<file path="config.mk">
export PLATFORM = sky130hd
export DESIGN_NAME = fetch_top
export DESIGN_NICKNAME = d
export VERILOG_FILES = /design/src/rtl/fetch_types_pkg.sv /design/src/rtl/rv_isa_pkg.sv /design/src/rtl/line_fetch.sv /design/src/rtl/inst_select.sv /design/src/rtl/fetch_top.sv
export VERILOG_INCLUDE_DIRS = /design/src /design/src/rtl
export SDC_FILE = /design/constraint.sdc
export NUM_CORES = 1
export LEC_CHECK = 0
export ABC_AREA = 1
export BUFFER_PORTS_ARGS = -buffer_cell sky130_fd_sc_hd__clkbuf_2
export CAP_MARGIN = 0
export CORE_MARGIN = 2
export CORE_UTILIZATION = 55
export CTS_CLUSTER_SIZE = 24
export DETAILED_ROUTE_END_ITERATION = 6
export PLACE_DENSITY = 0.89
export SYNTH_ARGS = -nofsm -noshare
export SYNTH_HDL_FRONTEND = slang
export SYNTH_SLANG_ARGS = --single-unit
</file>
<file path="constraint.sdc">
create_clock -name clk -period 19.8 [get_ports clk]
set_input_delay 0.99 -clock clk [delete_from_list [all_inputs] [get_ports clk]]
set_output_delay 0.99 -clock clk [all_outputs]
set_load 0.02 [all_outputs]
</file>
<file path="src/rtl/fetch_macros.svh">
`ifndef FETCH_MACROS_SVH
`define FETCH_MACROS_SVH

// first fetch address after reset
`define FETCH_RESET_PC 32'h8000_0000

// bytes per instruction cache line
`define FETCH_LINE_BYTES 16

// cycles the cache may take to confirm an abort
`define FETCH_ABORT_MAX 64

// offset bits inside one line
`define FETCH_OFFSET_BITS $clog2(`FETCH_LINE_BYTES)

`endif

</file>
<file path="src/rtl/fetch_types_pkg.sv">
package fetch_types_pkg;

  // byte address on the fetch side
  typedef logic [31:0] fetch_addr_t;

  // line index, address without the byte offset
  typedef logic [27:0] line_addr_t;

  // one cache line, four instruction words
  typedef logic [127:0] line_data_t;

  // one uncompressed instruction
  typedef logic [31:0] inst_word_t;

  // line fetch FSM
  typedef enum logic [1:0] {
    LF_IDLE  = 2'b00, // no request, no held line
    LF_REQ   = 2'b01, // request outstanding
    LF_FULL  = 2'b10, // line held for stage 2
    LF_ABORT = 2'b11  // waiting for the cache to drop a request
  } lf_state_e;

endpackage

</file>
<file path="src/rtl/rv_isa_pkg.sv">
package rv_isa_pkg;

  // major opcodes that can change the control flow
  typedef enum logic [6:0] {
    OP_JAL    = 7'b1101111,
    OP_JALR   = 7'b1100111,
    OP_BRANCH = 7'b1100011,
    OP_SYSTEM = 7'b1110011
  } opcode_e;

  // predecode result of one word
  typedef enum logic [2:0] {
    CK_NONE   = 3'd0,
    CK_JAL    = 3'd1, // target from decode
    CK_JALR   = 3'd2, // target from execute
    CK_BRANCH = 3'd3, // no prediction, execute resolves
    CK_SYS    = 3'd4  // ecall or mret
  } ctrl_kind_e;

  // funct12 field of system instructions that redirect
  localparam logic [11:0] SYS_ECALL_IMM = 12'h000;
  localparam logic [11:0] SYS_MRET_IMM  = 12'h302;

endpackage

</file>
<file path="src/rtl/line_fetch.sv">
`timescale 1ns/1ps

`include "fetch_macros.svh"

module line_fetch import fetch_types_pkg::*; (
  input  logic       clk,
  input  logic       rst,
  // from instruction select
  input  logic       line_take_i,
  input  logic       flush_i,
  input  logic       restart_i,
  input  line_addr_t restart_index_i,
  // instruction cache
  output logic        cache_req_o,
  output fetch_addr_t cache_addr_o,
  output logic        cache_abort_o,
  input  logic        cache_ack_i,
  input  line_data_t  cache_data_i,
  input  logic        cache_abort_done_i,
  // to instruction select
  output logic       line_valid_o,
  output line_addr_t line_index_o,
  output line_data_t line_data_o
);

  localparam int OFFSET_BITS = `FETCH_OFFSET_BITS;
  localparam fetch_addr_t RESET_PC = `FETCH_RESET_PC;
  localparam line_addr_t RESET_INDEX = RESET_PC[31:OFFSET_BITS];

  lf_state_e  state;
  line_addr_t req_index;    // line being requested or held
  line_data_t held_data;
  logic       restart_pend; // restart seen while the cache was busy
  line_addr_t pend_index;

  always_ff @(posedge clk) begin
    if (rst) begin
      state        <= LF_IDLE;
      restart_pend <= 1'b1;        // boot fetch
      pend_index   <= RESET_INDEX;
    end else begin
      case (state)
        LF_IDLE: begin
          if (restart_i) begin
            state     <= LF_REQ;
            req_index <= restart_index_i;
          end else if (restart_pend) begin
            state        <= LF_REQ;
            req_index    <= pend_index;
            restart_pend <= 1'b0;
          end
        end
        LF_REQ: begin
          if (flush_i) begin
            // an ack in the same cycle already ended the request
            state <= cache_ack_i ? LF_IDLE : LF_ABORT;
          end else if (cache_ack_i) begin
            state <= LF_FULL;
          end
        end
        LF_FULL: begin
          if (flush_i) begin
            state <= LF_IDLE;        // drop the held line
          end else if (line_take_i) begin
            state     <= LF_REQ;
            req_index <= req_index + 28'd1; // sequential prefetch
          end
        end
        LF_ABORT: begin
          if (cache_abort_done_i) begin
            if (restart_i) begin
              state     <= LF_REQ;
              req_index <= restart_index_i;
            end else if (restart_pend) begin
              state        <= LF_REQ;
              req_index    <= pend_index;
              restart_pend <= 1'b0;
            end else begin
              state <= LF_IDLE;
            end
          end else if (restart_i) begin
            restart_pend <= 1'b1;    // serve after the abort
            pend_index   <= restart_index_i;
          end
        end
        default: state <= LF_IDLE;
      endcase
    end
  end

  // line payload, loaded on the ack edge
  always_ff @(posedge clk) begin
    if (state == LF_REQ && cache_ack_i) begin
      held_data <= cache_data_i;
    end
  end

  assign cache_req_o   = (state == LF_REQ);
  assign cache_abort_o = (state == LF_ABORT);
  assign cache_addr_o  = {req_index, {OFFSET_BITS{1'b0}}};

  assign line_valid_o = (state == LF_FULL);
  assign line_index_o = req_index;
  assign line_data_o  = held_data;

  a_req_abort_excl: assert property (@(posedge clk) disable iff (rst)
    !(cache_req_o && cache_abort_o));

  // address holds until the ack, or until a flush turns it into an abort
  a_addr_stable: assert property (@(posedge clk) disable iff (rst)
    cache_req_o && !cache_ack_i && !flush_i |=> cache_req_o && $stable(cache_addr_o));

  a_abort_answered: assert property (@(posedge clk) disable iff (rst)
    $rose(cache_abort_o) |-> ##[0:`FETCH_ABORT_MAX] cache_abort_done_i);

endmodule

</file>
<file path="src/rtl/inst_select.sv">
`timescale 1ns/1ps

`include "fetch_macros.svh"

module inst_select import fetch_types_pkg::*, rv_isa_pkg::*; (
  input  logic        clk,
  input  logic        rst,
  // decode side
  input  logic        dec_ready_i,
  output logic        inst_valid_o,
  output fetch_addr_t pc_o,
  output inst_word_t  inst_o,
  input  logic        jal_done_i,
  input  fetch_addr_t jal_target_i,
  // execute side
  input  logic        exec_done_i,
  input  fetch_addr_t exec_target_i,
  // line fetch stage
  input  logic        line_valid_i,
  input  line_addr_t  line_index_i,
  input  line_data_t  line_data_i,
  output logic        line_take_o,
  output logic        flush_o,
  output logic        restart_o,
  output line_addr_t  restart_index_o
);

  localparam int OFFSET_BITS = `FETCH_OFFSET_BITS;

  fetch_addr_t pc;         // next word to issue
  logic        waiting;    // control transfer issued, no target yet
  logic        cur_valid;
  line_addr_t  cur_index;
  line_data_t  cur_data;

  line_addr_t  pc_line;
  logic        have_line;
  logic        take_ok;
  logic        issue_ok;
  inst_word_t  sel_word;
  ctrl_kind_e  kind;
  fetch_addr_t redir_target;

  assign pc_line   = pc[31:OFFSET_BITS];
  assign have_line = cur_valid && (cur_index == pc_line);
  assign issue_ok  = dec_ready_i && have_line && !waiting;
  assign take_ok   = dec_ready_i && !have_line && !waiting &&
                     line_valid_i && (line_index_i == pc_line);

  // word at pc bits 3:2
  assign sel_word = cur_data[{pc[OFFSET_BITS-1:2], 5'b0} +: 32];

  // predecode
  always_comb begin
    case (sel_word[6:0])
      OP_JAL:    kind = CK_JAL;
      OP_JALR:   kind = CK_JALR;
      OP_BRANCH: kind = CK_BRANCH;
      OP_SYSTEM: begin
        if (sel_word[31:20] == SYS_ECALL_IMM || sel_word[31:20] == SYS_MRET_IMM) begin
          kind = CK_SYS;
        end else begin
          kind = CK_NONE;        // csr ops and the rest fall through
        end
      end
      default:   kind = CK_NONE;
    endcase
  end

  // execute wins over decode
  assign redir_target = exec_done_i ? exec_target_i : jal_target_i;

  always_ff @(posedge clk) begin
    if (rst) begin
      pc           <= `FETCH_RESET_PC;
      waiting      <= 1'b0;
      cur_valid    <= 1'b0;
      inst_valid_o <= 1'b0;
      line_take_o  <= 1'b0;
      flush_o      <= 1'b0;
      restart_o    <= 1'b0;
    end else begin
      inst_valid_o <= 1'b0;
      line_take_o  <= 1'b0;
      flush_o      <= 1'b0;
      restart_o    <= 1'b0;
      if (waiting) begin
        if (exec_done_i || jal_done_i) begin
          waiting   <= 1'b0;
          pc        <= redir_target;
          restart_o <= 1'b1;
        end
      end else if (issue_ok) begin
        inst_valid_o <= 1'b1;
        pc           <= pc + 32'd4;
        if (kind != CK_NONE) begin
          waiting   <= 1'b1;
          flush_o   <= 1'b1;
          cur_valid <= 1'b0;   // line past the jump is stale
        end
      end else if (take_ok) begin
        line_take_o <= 1'b1;   // bubble cycle
        cur_valid   <= 1'b1;
      end
    end
  end

  // payload registers
  always_ff @(posedge clk) begin
    if (issue_ok) begin
      pc_o   <= pc;
      inst_o <= sel_word;
    end
    if (take_ok) begin
      cur_index <= line_index_i;
      cur_data  <= line_data_i;
    end
    if (waiting) begin
      restart_index_o <= redir_target[31:OFFSET_BITS];
    end
  end

  // no issue can follow a cycle spent waiting for a redirect
  a_no_issue_waiting: assert property (@(posedge clk) disable iff (rst)
    waiting |=> !inst_valid_o);

endmodule

</file>
<file path="src/rtl/fetch_top.sv">
`timescale 1ns/1ps

module fetch_top import fetch_types_pkg::*; (
  input  logic        clk,
  input  logic        rst,
  // instruction cache
  output logic        cache_req_o,
  output fetch_addr_t cache_addr_o,
  output logic        cache_abort_o,
  input  logic        cache_ack_i,
  input  line_data_t  cache_data_i,
  input  logic        cache_abort_done_i,
  // decode
  input  logic        dec_ready_i,
  output logic        inst_valid_o,
  output fetch_addr_t pc_o,
  output inst_word_t  inst_o,
  input  logic        jal_done_i,
  input  fetch_addr_t jal_target_i,
  // execute
  input  logic        exec_done_i,
  input  fetch_addr_t exec_target_i
);

  logic       line_valid;
  line_addr_t line_index;
  line_data_t line_data;
  logic       line_take;
  logic       flush;
  logic       restart;
  line_addr_t restart_index;

  line_fetch u_line_fetch (
    .clk                (clk),
    .rst                (rst),
    .line_take_i        (line_take),
    .flush_i            (flush),
    .restart_i          (restart),
    .restart_index_i    (restart_index),
    .cache_req_o        (cache_req_o),
    .cache_addr_o       (cache_addr_o),
    .cache_abort_o      (cache_abort_o),
    .cache_ack_i        (cache_ack_i),
    .cache_data_i       (cache_data_i),
    .cache_abort_done_i (cache_abort_done_i),
    .line_valid_o       (line_valid),
    .line_index_o       (line_index),
    .line_data_o        (line_data)
  );

  inst_select u_inst_select (
    .clk             (clk),
    .rst             (rst),
    .dec_ready_i     (dec_ready_i),
    .inst_valid_o    (inst_valid_o),
    .pc_o            (pc_o),
    .inst_o          (inst_o),
    .jal_done_i      (jal_done_i),
    .jal_target_i    (jal_target_i),
    .exec_done_i     (exec_done_i),
    .exec_target_i   (exec_target_i),
    .line_valid_i    (line_valid),
    .line_index_i    (line_index),
    .line_data_i     (line_data),
    .line_take_o     (line_take),
    .flush_o         (flush),
    .restart_o       (restart),
    .restart_index_o (restart_index)
  );

endmodule

</file>
* Word-level counts from Yosys, hierarchy flattened
Cells that the tools add are included.
Storage, ports and cells: input bits 199, word-level logic and storage cells 107, output and inout bits 99, bits in registers 473
Cells by class: add/sub/neg operators 2, multiplexer cells 37, equal/unequal tests 19, reduce and logical (&&, ||, !) cells 28, shift operators 1, bitwise logic cells 3
Operator list (count):
- two-way mux 28 bit | 5
- two-way mux 32 bit | 4
- indexed part select 128 x 8 -> 32 bit | 1
- case mux 28 bit (3 select lines) | 1
- == test 28 bit | 2
- adder 32 x 3 -> 32 bit, second input constant | 1
- adder 28 x 1 -> 28 bit, second input constant | 1
- == test 7 bit, second input constant | 4
- two-way mux 2 bit | 9
- two-way mux 1 bit | 14
- == test 12 x 10 -> 1 bit, second input constant | 1
- zero test 12 bit | 1
- case mux 3 bit (4 select lines) | 1
- inequality test 3 x 1 -> 1 bit, second input constant | 3
- logical AND 1 bit | 8
- inequality test 2 bit, second input constant | 4
- case mux 2 bit (4 select lines) | 1
- AND reduction 3 bit | 2
- nonzero test 2 bit | 3
- nonzero test 3 bit | 2
- AND reduction 5 bit | 1
- == test 2 bit, second input constant | 2
- AND reduction 2 bit | 2
- AND reduction 4 bit | 1
- 11 further kinds | 16

* Logic depth before layout (Yosys ltp)
Gate-level depths: netlist (run 1).
depth in word-level cells 9, gate-level depth with buffers 16, gate-level depth less buffers 14

* Cells and area by module
A second synthesis (run 1) with hierarchy kept.
Unflattened totals: cells, all modules 1875, area, all modules 19954.1 µm²
By module, submodules not included:
- inst_select | instances 1, seq. area each 8207.9 µm², area an instance 12454.4 µm², cells an instance 1246
- line_fetch | instances 1, seq. area each 5305.1 µm², area an instance 7499.7 µm², cells an instance 629

* Worst setup path before layout (run 1)
Ideal clock, no wire load.
kind register to register, start point register u_inst_select.waiting, end point register u_inst_select.cur_data[0], enable pin, stages on the path, launching flop included 9, path buffers 1, arrival 12.017 ns, library setup time 0.864 ns, slack 6.919 ns, clock period less this slack 12.881 ns, required time 18.936 ns, cells stage by stage dfxtp_1 > buf_2 > inv_1 > nand3_1 > nor2_1 > nand4_1 > inv_1 > nand2_1 > nor3_1
On the way: longest elaborated chain between the ends 4
Ends and longest elaborated chain:
- from (decl) | line inst_select.sv:31 | logic waiting;
- from (signal assigned) | line inst_select.sv:76 | waiting <= 1'b0;
- from (signal assigned) | line inst_select.sv:89 | waiting <= 1'b0;
- from (signal assigned) | line inst_select.sv:97 | waiting <= 1'b1;
- zero test 1 bit | line inst_select.sv:47 | assign take_ok = dec_ready_i && !have_line && !waiting &&
- logical AND 1 bit (2 in series) | line inst_select.sv:47
- logical AND 1 bit | line inst_select.sv:48 | line_valid_i && (line_index_i == pc_line);
- via u_inst_select.take_ok | line inst_select.sv:38 | logic take_ok;
- to (signal assigned) | line inst_select.sv:116 | cur_data <= line_data_i;
- to (decl) | line inst_select.sv:34 | line_data_t cur_data;
The timed path passes the listed nets, and every way through them passes these cells. A chain may end at the register's enable or synchronous reset.

* Worst setup path after layout (run 1)
start point register u_line_fetch.state[0], end point register u_inst_select.cur_data[22], enable pin
On the way: longest elaborated chain between the ends 3
Ends and longest elaborated chain:
- from (decl) | line line_fetch.sv:30 | lf_state_e state;
- from (signal assigned) | line line_fetch.sv:56 | state <= cache_ack_i ? LF_IDLE : LF_ABORT;
- == test 2 bit | line line_fetch.sv:102 | assign line_valid_o = (state == LF_FULL);
- logical AND 1 bit | line inst_select.sv:47
- logical AND 1 bit | line inst_select.sv:48
- via u_inst_select.take_ok | line inst_select.sv:38
The timed path passes the listed nets, and every way through them passes these cells.

==> impl_metrics.yaml, run 1 <==
place:
  dp_hpwl_mm: 41.8
  io_buffers: 293
  gp_congestion: 1.04
  dp_slack_ps: 16010
synth:
  synth_seq_cells: 473
  synth_edf_count: 404
  synth_area_mm2: 0.0200
  synth_compound_area_share_pct: 6.77
  ys_types: 45
  synthSimpleGateAreaFrac_pct: 18.4
  synthMuxAreaShare_pct: 0
  synth_seq_area_share_pct: 67.5
  yosysWarnings: 0
  synth_flop_cell: "edfxtp_1"
  avgSynthCellArea_um2: 10.4
  synth_top_family_by_area: "simple AND/OR/NAND/NOR gates"
  netlist_instances: 1927
  synth-async-reset-ratio_pct: 0
  synth_area_leader_cell: "edfxtp_1"
  synth_top_area_share_pct: 60.6
  synthXorXnorAreaFrac_pct: 1.66
  synthTopCellsByArea: "edfxtp_1 61%, nand2_1 9.9%, dfxtp_1 6.9%, nor2_1 4.0%, o21ai_0 3.4%"
  synthAdderAreaFrac_pct: 0.437
sta:
  rsz0062_at_grt: "no"
  slew_headroom_pct: 22.3
  fin_crit_sh_pct: 18.9
  fmax_mhz: 268
  setup_viol: 0
  fin_crit_ps: 3730
  final.setup_skew_ps: 22.9
  finalHoldViolCount: 0
  fin_ws_ps: 16070
  worst_pin_slew_ps: 1160
  slew_violations: 0
  setup_total_negative_slack_ps: 0
drt:
  wirelength_mm: 60.0
  drt-wirelength-per-cell_um: 22.2
  drc_errors: 0
  dr.pass1.iters: 6
  vias: 15400
  dr.first_iter.drc_count: 1652
  vias_per_cell: 5.68
  drtAntennaViolNets: 0
power_and_ir_drop:
  p_seq_share_pct: 53.4
  p_sw_share_pct: 26.0
  p_int_mw: 1.72
  p_sw_mw: 0.604
  leakagePower_nw: 9.30
  p_clk_share_pct: 37.1
  ir_worst_vdd_mv: 0.104
  p_per_area_mw_per_mm2: 99.7
  power_frac_comb_pct: 9.5
clock_network:
  cts_made_buffers: 46
  clkSinkCount: 473
  cts_tree: "yes"
  clockRootBuffer: "clkbuf_16"
  insertion_delay_ps: 580
  h-tree-depth: 2
  postCtsSetupRepairBufs: 0
  cts_hold_buffers: 0
  clk_path_buf_depth: 3
  path_clk_slew_ps: 60
  cts_resized: 0
setup_path:
  arrival_ps: 3930
  crit_fanout: 70
  cp-end-kind: "register"
  required_ps: 20000
  worst_setup_path_start_kind: "register"
  crit_type: "register to register"
global_route:
  grt.overflow.total: 0
  grt_use_total_pct: 31.4
  grt_pass1_vias: 14900
  grt_max_degree: 90
  grt_pass1_wl_mm: 88.9
  antenna_found_initial: 3
cells_and_area:
  layout.cells.most_common_list: "527 x nand2_1, 404 x edfxtp_1, 293 x clkbuf_2, 211 x nor2_1, 140 x inv_1"
  seqCellArea_mm2: 0.0135
  final_util_pct: 65.3
  multi_input_area_mm2: 0.00549
  fillers: 2697
  syn2layout_area_growth_pct: 16.5
  drive_gt1_share_pct: 19.9
  fin_nets: 2412
  final_common_cell: "nand2_1"
floorplan:
  core_area_mm2: 0.0357
  dieArea_mm2: 0.0380
  die_w_um: 195
  die_h_um: 195
  start_util_pct: 56.0
  io_pins: 298
  rows: 69
flow_run:
  cap_violations: 0
outcome:
  outcome: "completed"
min_path:
  min_path_type: "register to register"
==> path summary, 6_finish.rpt <==
| path | start | end | cells past startpoint | slack [ps] |
|---|---|---|---|---|
| max | u_line_fetch.state[0]$_SDFFE_PP0P_ | u_inst_select.cur_data[22]$_DFFE_PP_ | 11 | 16070 |
| min | u_line_fetch.line_data_o[122]$_DFFE_PP_ | u_inst_select.cur_data[122]$_DFFE_PP_ | 0 | 410 |
| max reg2reg | u_line_fetch.state[0]$_SDFFE_PP0P_ | u_inst_select.cur_data[22]$_DFFE_PP_ | 11 | 16070 |
| min reg2reg | u_line_fetch.line_data_o[122]$_DFFE_PP_ | u_inst_select.cur_data[122]$_DFFE_PP_ | 0 | 410 |
==> worst max-delay path, cell delays in order, from the launching register on <==
cell and delay, ps:
dfxtp_1 330, inv_1 120, ha_1 160, buf_4 420, nand3_1 180, nor2_1 130, nand4_1 100, inv_1 70
nand2_1 70, nor3_2 220, buf_4 640, buf_4 810
==> registers in the layout, summed over array words and instances, names as in the netlist, 32 cells and up <==
signal,count
u_inst_select.pc_o,32
u_inst_select.pc,32
u_inst_select.inst_o,32
u_inst_select.cur_data,128
u_line_fetch.line_data_o,128
==> synthesized netlist by cell type (all sizes together) (5+ instances only) <==
cell type    n
nor2       216
inv        172
clkbuf      44
or2         12
a21oi       75
edfxtp     404
nor4         5
nand3       86
buf         38
xnor2       17
nand2      538
o21ai      138
nand4       18
xor2        21
ha           7
o22ai       20
dfxtp       69
nor3        17
==> area by class of cell <==
cell class,instances,area share (%)
sequential,473,57.9
clock inverter,31,1.28
clock buffer,52,5.12
inverter,176,2.84
tap,461,2.47
antenna,3,0.0322
timing repair buffer,310,6.83
multi-input combinational,1199,23.5
==> power groups by stage <==
stage | registers, mW | clock network (mW) | logic (mW)
floorplan | 1.25 | 0 | 0.111
global placement | 1.26 | 0 | 0.213
detailed placement | 1.26 | 0 | 0.217
CTS | 1.24 | 0.869 | 0.217
global route | 1.25 | 0.905 | 0.242
finish | 1.24 | 0.862 | 0.221
==> cell families after synthesis <==
kind of cell	after synthesis
AND/OR/NAND/NOR	899
flip-flops	473
buffers and inverters	258
AO/OA/AOI/OAI	251
XOR/XNOR	38
adder cells (fa/ha/maj)	7
other	1
==> routing by layer <==
metal	part of all wire, %	vias to the layer above	track usage, %
met1	38	7173	39.8
met5	0.043	-	0
met2	47	1002	52.3
li1	-	7016	-
met3	10	157	6.98
met4	4.6	4	13.5
==> per-stage QoR <==
step	total power, mW	instance area, µm²	hold WS, ps	instances
global placement	1.47	21800	400	2619
detailed placement	1.48	21800	405	2619
finish	2.33	23300	413	2705
global route	2.39	23300	422	2702
CTS	2.33	23300	415	2702
floorplan	1.37	20000	400	1930
Note: power is estimated with default switching activity, not from simulation.
==> run 2: changes to the inputs <==
CORE_UTILIZATION = 52   (was 55)
clock period = 3.07 ns   (was 19.8 ns; I/O delays follow)
==> run 2 against run 1 <==
Effect of this change: cell area up 9.5%; sequential share of layout area decreased by 5.0 points; sequential cell count did not move; worst setup slack lost 16000 ps; hold slack worse by 380 ps; die area increased by 5.6%; highest routed layer unchanged; clock skew grew 12 ps.
==> impl_metrics.yaml, run 2 (same netlist as run 1, synthesis figures left out) <==
global_route:
  grt_pass1_wl_mm: 104
  antenna_found_initial: 6
  grt_pass1_vias: 16600
  grt.overflow.total: 0
  grt_use_total_pct: 34.7
  grt_max_degree: 129
power_and_ir_drop:
  p_int_mw: 11.6
  p_sw_mw: 4.23
  ir_worst_vdd_mv: 0.602
  p_clk_share_pct: 37.6
  p_total_mw: 15.8
  power_frac_comb_pct: 12.4
  p_seq_share_pct: 50.0
  p_sw_share_pct: 26.8
  p_per_area_mw_per_mm2: 618
  leakagePower_nw: 10.3
place:
  dp_slack_ps: 300
  io_buffers: 293
  dp_hpwl_mm: 44.2
  gp_congestion: 1.07
sta:
  fin_ws_ps: 255
  timing.hold.ws_ps: 28.5
  rsz0062_at_grt: "no"
  setup_total_negative_slack_ps: 0
  slew_headroom_pct: 27.3
  worst_pin_slew_ps: 1090
  slew_violations: 0
  final.setup_skew_ps: 34.9
  setup_viol: 0
  fmax_mhz: 355
  fin_crit_sh_pct: 91.7
  fin_crit_ps: 2820
  finalHoldViolCount: 0
drt:
  drtAntennaViolNets: 0
  vias: 16900
  dr.first_iter.drc_count: 2458
  drt-wirelength-per-cell_um: 23.9
  vias_per_cell: 5.70
  wirelength_mm: 70.9
  drc_errors: 0
  dr.pass1.iters: 6
floorplan:
  dieArea_mm2: 0.0401
  start_util_pct: 52.9
  io_pins: 298
  die_h_um: 200
  rows: 71
  core_area_mm2: 0.0378
  die_w_um: 200
outcome:
  outcome: "completed"
clock_network:
  clkSinkCount: 473
  path_clk_slew_ps: 70
  cts_resized: 0
  clk_path_buf_depth: 3
  insertion_delay_ps: 610
  cts_made_buffers: 47
  postCtsSetupRepairBufs: 0
  cts_hold_buffers: 177
  cts_tree: "yes"
  h-tree-depth: 2
  clockRootBuffer: "clkbuf_16"
cells_and_area:
  final_common_cell: "nand2_1"
  layout.cells.most_common_list: "527 x nand2_1, 404 x edfxtp_1, 293 x clkbuf_2, 211 x nor2_1, 177 x dlygate4sd3_1"
  drive_gt1_share_pct: 20.0
  fin_nets: 2624
  syn2layout_area_growth_pct: 27.5
setup_path:
  crit_fanout: 19
  endpoint: "u_inst_select.pc_o[13]$_DFFE_PP_"
  critPathLaunch: "u_inst_select.pc[4]$_SDFFE_PP0P_"
  ff2ff_path_depth: 11
  arrival_ps: 3070
  timing.rr.end: "u_inst_select.pc_o[13]$_DFFE_PP_"
  worst_setup_path_start_kind: "register"
  timing.rr.start: "u_inst_select.pc[4]$_SDFFE_PP0P_"
  crit_type: "register to register"
  cp-end-kind: "register"
  required_ps: 3320
  rrSetupSlack_ps: 250
min_path:
  min_path_type: "primary input to register"
flow_run:
  cap_violations: 0
## run 2: cell types whose count changed in the layout (fill, tap and decap cells not counted), moves of 2 or more
cell / change
clkinv_1: -8
buf_12: +4
clkinv_2: +5
inv_6: -2
clkinv_16: -2
inv_2: +2
bufinv_16: +2
inv_1: -2
dlygate4sd3_1: +177
clkinv_4: +2
clkbuf_1: +3
buf_4: +30
## run 2: worst min-delay path by stage
stage	startpoint	endpoint	slack, ps	cells past startpoint
2_1_floorplan	cache_data_i[0]	u_line_fetch.line_data_o[0]$_DFFE_PP_	250	0
3_3_place_gp	cache_data_i[0]	u_line_fetch.line_data_o[0]$_DFFE_PP_	330	1
3_5_place_dp	cache_data_i[79]	u_line_fetch.line_data_o[79]$_DFFE_PP_	330	1
4_1_cts	exec_target_i[27]	u_inst_select.restart_index_o[23]$_DFFE_PP_	10	4
5_1_grt	jal_target_i[18]	u_inst_select.restart_index_o[14]$_DFFE_PP_	30	3
6_report	exec_target_i[18]	u_inst_select.restart_index_o[14]$_DFFE_PP_	30	3
## run 2: area by class of cell
class / instances / area (µm²)
diodes: 3 / 7.51
clock inverters: 29 / 310
repair buffers: 521 / 3670
flip-flops and latches: 473 / 13500
well taps: 511 / 639
clock buffers: 56 / 1230
inverters: 176 / 664
fillers: 2582 / 12300
multi-input cells: 1199 / 5500
## run 2: routing by layer
metal	global-route usage, %	part of all wire [%]	vias to the layer above
li1	-	-	7439
met2	58.5	49	1328
met3	5.99	9.6	272
met5	0	0.035	-
met1	42.2	35	7867
met4	20.1	6.5	4
## run 2: worst max-delay path: stages (launching register included)
cell and delay [ps]:
dfxtp_1 590, inv_2 140, nand2_1 140, nand2_1 100
nor2_1 90, nand2_1 80, nor2_1 90, nand2_1 100
nor2_4 220, nand3_4 210, inv_2 340, buf_4 360
## run 2: per-stage QoR
stage          instance area [µm²]  std cells  utilization (%)
3_5_place_dp                 22200       2703             58.7
3_3_place_gp                 22200       2703             58.7
5_1_grt                      25500       2967             67.5
2_1_floorplan                20100       1930                -
6_report                     25500       2968             67.5
4_1_cts                      25500       2965             67.5
## run 2: power by group through the flow
stage	logic [mW]	registers, mW	clock network, mW
floorplan	0.730	8.07	0
global placement	1.67	7.95	0
detailed placement	1.70	7.98	0
CTS	1.89	7.85	5.85
global route	2.07	7.92	6.17
finish	1.96	7.90	5.94
